## src/opPkg.sv

```systemverilog
`default_nettype none

package opPkg;

	// Top-level operation class, issued on opCmd
	typedef enum logic [2:0] {
		NOP    = 3'd0,	// No effect, no write
		MOV_IR = 3'd1,	// Rn = imm
		ALU3   = 3'd2,	// Rn = Rs op Rt
		ALUCMP = 3'd3,	// T = Rs cmp Rt
		MUL3   = 3'd4,	// Rn = low half of Rs * Rt
		SLEEP  = 3'd5	// Stall for sleepCycles
	} opCodeT;

	// Sub-operation, issued on opIxt
	typedef enum logic [2:0] {
		ADD   = 3'd0,
		SUB   = 3'd1,
		AND   = 3'd2,
		OR    = 3'd3,
		XOR   = 3'd4,
		CMPEQ = 3'd5,	// T = (Rs == Rt)
		CMPGT = 3'd6	// T = (Rs > Rt), signed
	} aluIxtT;

	// Cycles EX2 holds for SLEEP
	localparam int sleepCycles = 4;

	// Hold counter must reach sleepCycles
	localparam int holdCntWidth = $clog2(sleepCycles + 1);

endpackage

`default_nettype wire

```

## src/regPkg.sv

```systemverilog
`default_nettype none

package regPkg;

	// Register and result width
	localparam int dataWidth = 32;

	// General register count
	localparam int numRegs = 16;

	// Enough bits to name every register
	localparam int regIdWidth = $clog2(numRegs);

	// Hardwired zero, also the "no write" target in EX2
	localparam logic [regIdWidth-1:0] zeroReg = '0;

endpackage

`default_nettype wire

```

## src/exRegFile.sv

```systemverilog
`timescale 1ns/1ps
`default_nettype none

module exRegFile import regPkg::*; (
	input  wire logic                  clock,
	input  wire logic                  arstN,
	input  wire logic [regIdWidth-1:0] rdIdA,
	input  wire logic [regIdWidth-1:0] rdIdB,
	input  wire logic                  wbValid,
	input  wire logic [regIdWidth-1:0] wbId,
	input  wire logic [dataWidth-1:0]  wbVal,
	input  wire logic                  srWe,
	input  wire logic                  srVal,
	output logic      [dataWidth-1:0]  rdValA,
	output logic      [dataWidth-1:0]  rdValB,
	output logic                       srT
);

	logic [dataWidth-1:0] regs [numRegs];	// General registers
	logic                 tBit;				// Status T

	// Async read, zero register hardwired
	assign rdValA = (rdIdA == zeroReg) ? '0 : regs[rdIdA];
	assign rdValB = (rdIdB == zeroReg) ? '0 : regs[rdIdB];
	assign srT    = tBit;

	always_ff @(posedge clock or negedge arstN) begin
		if (!arstN) begin
			for (int i = 0; i < numRegs; i++) begin
				regs[i] <= '0;
			end
		end else if (wbValid && wbId != zeroReg) begin	// Drop writes to zero
			regs[wbId] <= wbVal;
		end
	end

	// T written straight from EX2, lands with wbValid
	always_ff @(posedge clock or negedge arstN) begin
		if (!arstN)
			tBit <= 1'b0;
		else if (srWe)
			tBit <= srVal;
	end

endmodule

`default_nettype wire

```

## src/exEx1.sv

```systemverilog
`timescale 1ns/1ps
`default_nettype none

module exEx1 import opPkg::*, regPkg::*; (
	input  wire logic                  clock,
	input  wire logic                  arstN,
	input  wire logic                  hold,
	input  wire opCodeT                opCmd,
	input  wire aluIxtT                opIxt,
	input  wire logic [regIdWidth-1:0] regIdRs,
	input  wire logic [regIdWidth-1:0] regIdRt,
	input  wire logic [regIdWidth-1:0] regIdRn,
	input  wire logic [dataWidth-1:0]  imm,
	input  wire logic                  kill,
	input  wire logic [dataWidth-1:0]  rdValA,
	input  wire logic [dataWidth-1:0]  rdValB,
	input  wire logic [regIdWidth-1:0] fwdIdEx2,
	input  wire logic [dataWidth-1:0]  fwdValEx2,
	input  wire logic                  fwdValidEx2,
	input  wire logic [regIdWidth-1:0] wbId,
	input  wire logic [dataWidth-1:0]  wbVal,
	input  wire logic                  wbValid,
	output logic      [regIdWidth-1:0] rdIdA,
	output logic      [regIdWidth-1:0] rdIdB,
	output opCodeT                     cmd1,
	output aluIxtT                     ixt1,
	output logic      [regIdWidth-1:0] idRn1,
	output logic      [dataWidth-1:0]  valRn1,
	output logic                       kill1,
	output logic      [dataWidth-1:0]  opA1,	// Forwarded operand, this cycle
	output logic      [dataWidth-1:0]  opB1
);

	// Newest value wins: EX2 in flight, then writeback, then RF
	function automatic logic [dataWidth-1:0] fwdOperand(
		input logic [regIdWidth-1:0] id,
		input logic [dataWidth-1:0]  rfVal
	);
		logic [dataWidth-1:0] val;
		val = rfVal;
		if (id != zeroReg) begin	// R0 is never forwarded
			if (fwdValidEx2 && fwdIdEx2 == id)
				val = fwdValEx2;
			else if (wbValid && wbId == id)
				val = wbVal;
		end
		return val;
	endfunction

	assign rdIdA = regIdRs;
	assign rdIdB = regIdRt;

	always_comb begin
		opA1 = fwdOperand(regIdRs, rdValA);
		opB1 = fwdOperand(regIdRt, rdValB);
	end

	// Issue register, frozen during hold
	always_ff @(posedge clock or negedge arstN) begin
		if (!arstN) begin
			cmd1  <= NOP;
			ixt1  <= ADD;
			idRn1 <= zeroReg;
			kill1 <= 1'b0;
		end else if (!hold) begin
			cmd1  <= opCmd;
			ixt1  <= opIxt;
			idRn1 <= regIdRn;
			kill1 <= kill;
		end
	end

	// Immediate rides to EX2 as the default result
	always_ff @(posedge clock) begin
		if (!hold)
			valRn1 <= (opCmd == MOV_IR) ? imm : '0;
	end

endmodule

`default_nettype wire

```

## src/exAluUnit.sv

```systemverilog
`timescale 1ns/1ps
`default_nettype none

module exAluUnit import opPkg::*, regPkg::*; (
	input  wire logic                 clock,
	input  wire logic                 arstN,
	input  wire logic                 hold,
	input  wire opCodeT               cmdIn,	// Issuing op, same cycle as opA/opB
	input  wire aluIxtT               ixtIn,
	input  wire logic [dataWidth-1:0] opA,
	input  wire logic [dataWidth-1:0] opB,
	output logic      [dataWidth-1:0] aluRes,
	output logic                      aluT,
	output logic      [dataWidth-1:0] mulRes
);

	logic [dataWidth-1:0] resNext;
	logic                 tNext;
	logic [dataWidth-1:0] mulLo;

	always_comb begin
		resNext = '0;
		tNext   = 1'b0;
		case (ixtIn)
			ADD:     resNext = opA + opB;
			SUB:     resNext = opA - opB;
			AND:     resNext = opA & opB;
			OR:      resNext = opA | opB;
			XOR:     resNext = opA ^ opB;
			CMPEQ:   tNext   = (opA == opB);
			CMPGT:   tNext   = ($signed(opA) > $signed(opB));	// Signed compare
			default: resNext = '0;
		endcase
	end

	assign mulLo = opA * opB;	// Truncates to the low word

	// Captured on the issue edge, lines up with the op in EX2
	always_ff @(posedge clock or negedge arstN) begin
		if (!arstN) begin
			aluRes <= '0;
			aluT   <= 1'b0;
			mulRes <= '0;
		end else if (!hold) begin
			if (cmdIn == ALU3 || cmdIn == ALUCMP) begin
				aluRes <= resNext;
				aluT   <= tNext;
			end
			if (cmdIn == MUL3)	// Multiplier only toggles for MUL3
				mulRes <= mulLo;
		end
	end

endmodule

`default_nettype wire

```

## src/exEx2.sv

```systemverilog
`timescale 1ns/1ps
`default_nettype none

module exEx2 import opPkg::*, regPkg::*; (
	input  wire logic                  clock,
	input  wire logic                  arstN,
	input  wire opCodeT                cmd1,
	input  wire aluIxtT                ixt1,
	input  wire logic [regIdWidth-1:0] idRn1,
	input  wire logic [dataWidth-1:0]  valRn1,
	input  wire logic                  kill1,
	input  wire logic [dataWidth-1:0]  aluRes,
	input  wire logic                  aluT,
	input  wire logic [dataWidth-1:0]  mulRes,
	output logic                       hold,
	output logic                       wbValid,
	output logic      [regIdWidth-1:0] wbId,
	output logic      [dataWidth-1:0]  wbVal,
	output logic                       srWe,
	output logic                       srVal,
	output logic      [regIdWidth-1:0] fwdIdEx2,
	output logic      [dataWidth-1:0]  fwdValEx2,
	output logic                       fwdValidEx2
);

	logic [holdCntWidth-1:0] holdCnt;	// Cycles spent in hold so far
	logic [holdCntWidth-1:0] holdLen;	// Cycles this op wants

	always_comb begin
		fwdIdEx2  = idRn1;	// Pass EX1 result by default
		fwdValEx2 = valRn1;
		srWe      = 1'b0;
		srVal     = aluT;
		holdLen   = '0;
		case (cmd1)
			MOV_IR: ;	// Immediate already in valRn1
			ALU3: begin
				if (ixt1 == CMPEQ || ixt1 == CMPGT)
					fwdIdEx2 = zeroReg;	// Not an ALU3 sub-op
				else
					fwdValEx2 = aluRes;
			end
			ALUCMP: begin
				fwdIdEx2 = zeroReg;	// T only
				srWe     = (ixt1 == CMPEQ || ixt1 == CMPGT);
			end
			MUL3:  fwdValEx2 = mulRes;
			SLEEP: begin
				fwdIdEx2 = zeroReg;
				holdLen  = holdCntWidth'(sleepCycles);
			end
			default: fwdIdEx2 = zeroReg;	// NOP and unknown
		endcase
		if (kill1) begin	// Flushed: no write, no T, no stall
			fwdIdEx2 = zeroReg;
			srWe     = 1'b0;
			holdLen  = '0;
		end
		fwdValidEx2 = (fwdIdEx2 != zeroReg);
	end

	assign hold = (holdCnt < holdLen);

	always_ff @(posedge clock or negedge arstN) begin
		if (!arstN) begin
			holdCnt <= '0;
			wbValid <= 1'b0;
		end else begin
			holdCnt <= hold ? holdCnt + 1'b1 : '0;	// Clears as hold drops
			wbValid <= fwdValidEx2;
		end
	end

	// Writeback stage register
	always_ff @(posedge clock) begin
		wbId  <= fwdIdEx2;
		wbVal <= fwdValEx2;
	end

endmodule

`default_nettype wire

```

## src/exCore.sv

```systemverilog
`timescale 1ns/1ps
`default_nettype none

module exCore import opPkg::*, regPkg::*; (
	input  wire logic                  clock,
	input  wire logic                  arstN,
	input  wire opCodeT                opCmd,
	input  wire aluIxtT                opIxt,
	input  wire logic [regIdWidth-1:0] regIdRs,
	input  wire logic [regIdWidth-1:0] regIdRt,
	input  wire logic [regIdWidth-1:0] regIdRn,
	input  wire logic [dataWidth-1:0]  imm,
	input  wire logic                  kill,
	output logic                       hold,
	output logic                       wbValid,
	output logic      [regIdWidth-1:0] wbId,
	output logic      [dataWidth-1:0]  wbVal,
	output logic                       srT
);

	logic [regIdWidth-1:0] rdIdA, rdIdB;
	logic [dataWidth-1:0]  rdValA, rdValB;
	opCodeT                cmd1;
	aluIxtT                ixt1;
	logic [regIdWidth-1:0] idRn1;
	logic [dataWidth-1:0]  valRn1;
	logic                  kill1;
	logic [dataWidth-1:0]  opA1, opB1;	// Forwarded operands
	logic [dataWidth-1:0]  aluRes, mulRes;
	logic                  aluT;
	logic                  srWe, srVal;
	logic [regIdWidth-1:0] fwdIdEx2;
	logic [dataWidth-1:0]  fwdValEx2;
	logic                  fwdValidEx2;

	exRegFile regFile_i (.clock, .arstN, .rdIdA, .rdIdB, .wbValid, .wbId, .wbVal,
		.srWe, .srVal, .rdValA, .rdValB, .srT);

	exEx1 ex1_i (.clock, .arstN, .hold, .opCmd, .opIxt, .regIdRs, .regIdRt, .regIdRn,
		.imm, .kill, .rdValA, .rdValB, .fwdIdEx2, .fwdValEx2, .fwdValidEx2, .wbId,
		.wbVal, .wbValid, .rdIdA, .rdIdB, .cmd1, .ixt1, .idRn1, .valRn1, .kill1,
		.opA1, .opB1);

	// ALU sees the op as it issues
	exAluUnit alu_i (.clock, .arstN, .hold, .cmdIn(opCmd), .ixtIn(opIxt),
		.opA(opA1), .opB(opB1), .aluRes, .aluT, .mulRes);

	exEx2 ex2_i (.clock, .arstN, .cmd1, .ixt1, .idRn1, .valRn1, .kill1, .aluRes,
		.aluT, .mulRes, .hold, .wbValid, .wbId, .wbVal, .srWe, .srVal, .fwdIdEx2,
		.fwdValEx2, .fwdValidEx2);

endmodule

`default_nettype wire

```

## config.mk

```make
export PLATFORM = sky130hd
export DESIGN_NAME = exCore
export DESIGN_NICKNAME = d
export VERILOG_FILES = /design/src/opPkg.sv /design/src/regPkg.sv /design/src/exRegFile.sv /design/src/exEx1.sv /design/src/exAluUnit.sv /design/src/exEx2.sv /design/src/exCore.sv
export SDC_FILE = /design/constraint.sdc
export NUM_CORES = 2
export LEC_CHECK = 0
export BUFFER_PORTS_ARGS = -buffer_cell sky130_fd_sc_hd__buf_2
export CAP_MARGIN = 25
export CORE_UTILIZATION = 57
export DETAILED_ROUTE_END_ITERATION = 7
export GPL_TIMING_DRIVEN = 0
export PLACE_DENSITY = 0.81
export SYNTH_ARGS = -nofsm -noshare
export SYNTH_HDL_FRONTEND = slang
export SYNTH_SLANG_ARGS = --single-unit
export TNS_END_PERCENT = 20
```

## constraint.sdc

```tcl
create_clock -name clock -period 12.2 [get_ports clock]
set_input_delay 0.61 -clock clock [delete_from_list [all_inputs] [get_ports clock]]
set_output_delay 0.61 -clock clock [all_outputs]
set_load 0.01 [all_outputs]
```

==> impl_metrics.py <==
metrics = {
    "timing": {
        "report.final.setup_viol": 1,
        "setup_slack_ns": -0.0144,
        "tightest_slew_ns": 1.27,
        "slew_viol_final": 0,
        "fin_crit_ns": 12.21,
        "layout_worst_path_cycle_share": 1.00,
        "relSlewSlack": 0.152,
        "finalClockSkew_ns": 0.0695,
        "fmax_mhz": 81.9,
        "fin_hold_ws_ns": 0.165,
        "hold_violations": 0,
    },
    "global_route": {
        "gr-total-overflow": 0,
        "grt_usage": 0.488,
        "antenna_found_initial": 10,
        "grt_max_degree": 128,
        "grt_pass1_wl_um": 325000,
        "grt_pass1_vias": 44958,
    },
    "pwr": {
        "ir_drop_uv": 133,
        "power_density_nw_per_um2": 108,
        "p_leak_nw": 28.0,
    },
    "clock_tree": {
        "numCtsBuffers": 74,
        "insertion_delay_ns": 0.70,
        "cts-htree-levels": 3,
        "clock_path_buffers": 3,
        "clk_pin_slew_worst_paths_ns": 0.06,
        "cts_root_buf": "clkbuf_16",
        "cts.sinks": 661,
        "cts_tree": "built",
    },
    "finish": {
        "area_delta_synth_final_pct": 10.8,
        "final_cell_area_um2": 59900,
        "drive_gt1_frac": 0.226,
        "regArea_um2": 16500,
        "fin_nets": 5860,
        "multi_input_area_um2": 33600,
        "fillers": 7484,
    },
    "yosys": {
        "syn_avg_cell_area_um2": 11.0,
        "ys_seq_area_frac": 0.305,
        "synth_fp_nets": 5619,
        "syn_inst": 4936,
        "syn-cell-area_um2": 54100,
        "ys_warn_count": 0,
        "ys_seq_elements": 661,
        "ys.flop_type": "dfrtp_1",
        "synth_edf_count": 32,
        "synth_async_sr_flop_share": 0.897,
        "yosysUniqueCellTypes": 102,
    },
    "setup_path": {
        "slowest_stage": "a211oi_1",
        "cp.arrival_ns": 12.73,
        "rr_worst_depth": 32,
        "required_ns": 12.72,
        "end_kind": "register",
        "critPathKind": "primary input to register",
        "cp-start-kind": "primary input",
        "crit_top_cell": "buf_2",
        "cp_max_fo": 12,
        "cpPeakStageDelay_ns": 0.73,
    },
    "floorplanning": {
        "ios": 92,
        "rows": 112,
        "dieWidth_um": 310,
        "core_area_um2": 93600,
        "initial_core_util": 0.578,
        "dieArea_um2": 96100,
        "die_y_um": 310,
    },
    "route": {
        "wl_per_cell_um": 35.5,
        "finalWirelength_um": 231000,
        "drt_iter0_markers": 6134,
        "vias": 44489,
        "drc": 0,
        "viasPerCell": 6.84,
        "drt-pass1-iter-count": 6,
        "ant_nets": 0,
    },
    "worst_hold_path": {
        "hold_depth": 2,
        "hp-class": "primary input to register",
    },
    "placed_design": {
        "place_area_um2": 56900,
        "place_congestion": 1.04,
        "io_buffers": 89,
        "pre_cts_ws_ns": -0.610,
        "hpwl_um": 175000,
    },
    "job": {
        "cap_violations": 0,
    },
    "status": {
        "violations": "setup timing",
        "outcome": "finished with violations",
    },
}
==> metrics by stage <==
step | util | power, mW | std cells | TNS [ns]
CTS | 0.637 | 6.34 | 6472 | 0
finish | 0.640 | 6.45 | 6505 | -0.0144
detailed placement | 0.608 | 3.93 | 6334 | -0.679
global route | 0.640 | 6.57 | 6492 | -0.0342
floorplan | - | 3.26 | 4936 | 0
global placement | 0.599 | 3.87 | 6279 | -942.68
==> cells in the mapped netlist, types with 34 or more instances <==
library cell,instances,share of area
nand3_1,46,0.0043
inv_1,551,0.038
a211oi_1,44,0.0061
o21ai_0,125,0.012
mux2_2,493,0.10
mux2i_1,61,0.011
a21o_1,41,0.0057
dfxtp_1,36,0.013
ha_1,220,0.051
dfrtp_1,593,0.27
xnor2_1,92,0.015
clkbuf_1,242,0.017
nor2_1,385,0.027
buf_2,42,0.0039
a22oi_1,52,0.0072
nor3_1,34,0.0031
a21oi_1,151,0.014
nand2_1,432,0.030
mux4_2,224,0.093
and2_1,48,0.0056
fa_1,410,0.15
==> cells by family after synthesis <==
logic type,Yosys count,share of synthesized area
compound gates,702,0.0894
mux,809,0.222
simple gates,1079,0.0870
xor+xnor,115,0.0199
fa+ha+maj,630,0.203
flops,661,0.305
buf+inv,940,0.0732
==> path summary, 6_finish.rpt <==
kind	startpoint	slack, ns	end
worst min register to register	ex2_i.holdCnt[0]	0.44	ex2_i.holdCnt[0]
min in group asynchronous	arstN	0.47	regFile_i.regs[415]
worst max register to register	ex1_i.cmd1[2]	0.07	alu_i.mulRes[31]
max in group asynchronous	arstN	10.14	alu_i.aluRes[10]
worst min-delay path	regIdRn[2]	0.17	ex1_i.idRn1[2]
worst max-delay path	regIdRs[1]	-0.01	alu_i.mulRes[31]
==> what timing repair did <==
action                     CTS  global route
hold endpoints to repair    66             0
hold buffers                 1             0
setup buffers                2             4
gates resized for setup      1            25
setup endpoints to repair    1             2
==> critical path, delay by kind of cell <==
| kind | cells | cell delay, ns |
|---|---|---|
| compound gates | 12 | 3.80 |
| xor+xnor | 1 | 0.44 |
| simple gates | 2 | 0.17 |
| fa+ha+maj | 10 | 4.06 |
| buf+inv | 13 | 3.59 |
==> cells in the final DEF (no fill, tap or decap), drive strengths merged, types with 17 or more instances in the layout <==
| master | synthesis | routed |
|---|---|---|
| o211ai | 38 | 38 |
| dfxtp | 36 | 36 |
| a22o | 23 | 23 |
| a21oi | 153 | 153 |
| a211oi | 49 | 49 |
| clkinv | 20 | 37 |
| ha | 220 | 220 |
| nand2b | 24 | 24 |
| a211o | 24 | 24 |
| buf | 111 | 269 |
| dfrtp | 593 | 593 |
| o21bai | 29 | 29 |
| nor2 | 391 | 391 |
| o22ai | 26 | 26 |
| o221ai | 20 | 20 |
| xor2 | 17 | 17 |
| nor3 | 39 | 39 |
| xnor2 | 94 | 94 |
| or3 | 19 | 19 |
| nand2 | 433 | 433 |
| a22oi | 52 | 52 |
| nor2b | 17 | 17 |
| mux2i | 61 | 61 |
| fa | 410 | 410 |
| mux4 | 255 | 255 |
| nand3 | 46 | 46 |
| clkbuf | 249 | 354 |
| mux2 | 493 | 493 |
| and2 | 50 | 50 |
| a21o | 41 | 41 |
| edfxtp | 32 | 32 |
| o21ai | 136 | 136 |
| inv | 560 | 562 |
==> routing by layer <==
| layer | up-vias | part of all wire | wire [um] | global-route usage |
|---|---|---|---|---|
| met5 | - | 0.00094 | 217 | 0.0131 |
| li1 | 17441 | - | - | - |
| met3 | 1169 | 0.13 | 29400 | 0.168 |
| met1 | 22324 | 0.34 | 78400 | 0.577 |
| met2 | 3543 | 0.42 | 98000 | 0.714 |
| met4 | 12 | 0.11 | 25200 | 0.418 |
==> power by group <==
group / switching (mW) / internal, mW / leakage, nW / total (mW)
Clock: 1.02 / 1.43 / 1.31 / 2.45
Combinational: 1.00 / 0.504 / 17.8 / 1.51
Sequential: 0.153 / 2.33 / 8.86 / 2.49
Total: 2.18 / 4.26 / 28.0 / 6.45
==> registers in the layout, indices dropped and copies added (netlist names), 3 cells and up <==
| name | flops |
|---|---|
| ex2_i.wbVal | 32 |
| ex1_i.cmd1 | 3 |
| ex1_i.idRn1 | 4 |
| ex2_i.wbId | 4 |
| regFile_i.regs | 512 |
| ex2_i.holdCnt | 3 |
| alu_i.mulRes | 32 |
| alu_i.aluRes | 32 |
| ex1_i.ixt1 | 3 |
| ex1_i.valRn1 | 32 |
==> area by class of cell <==
cell class	instances	area share
Sequential cell	661	0.276
Clock inverter	34	0.00912
Tap cell	1254	0.0262
Buffer	358	0.0297
Timing Repair Buffer	167	0.0253
Antenna cell	14	0.000585
Clock buffer	102	0.0353
Inverter	580	0.0367
Multi-Input combinational cell	3335	0.561
No activity file was read; power rests on OpenSTA's default activity.
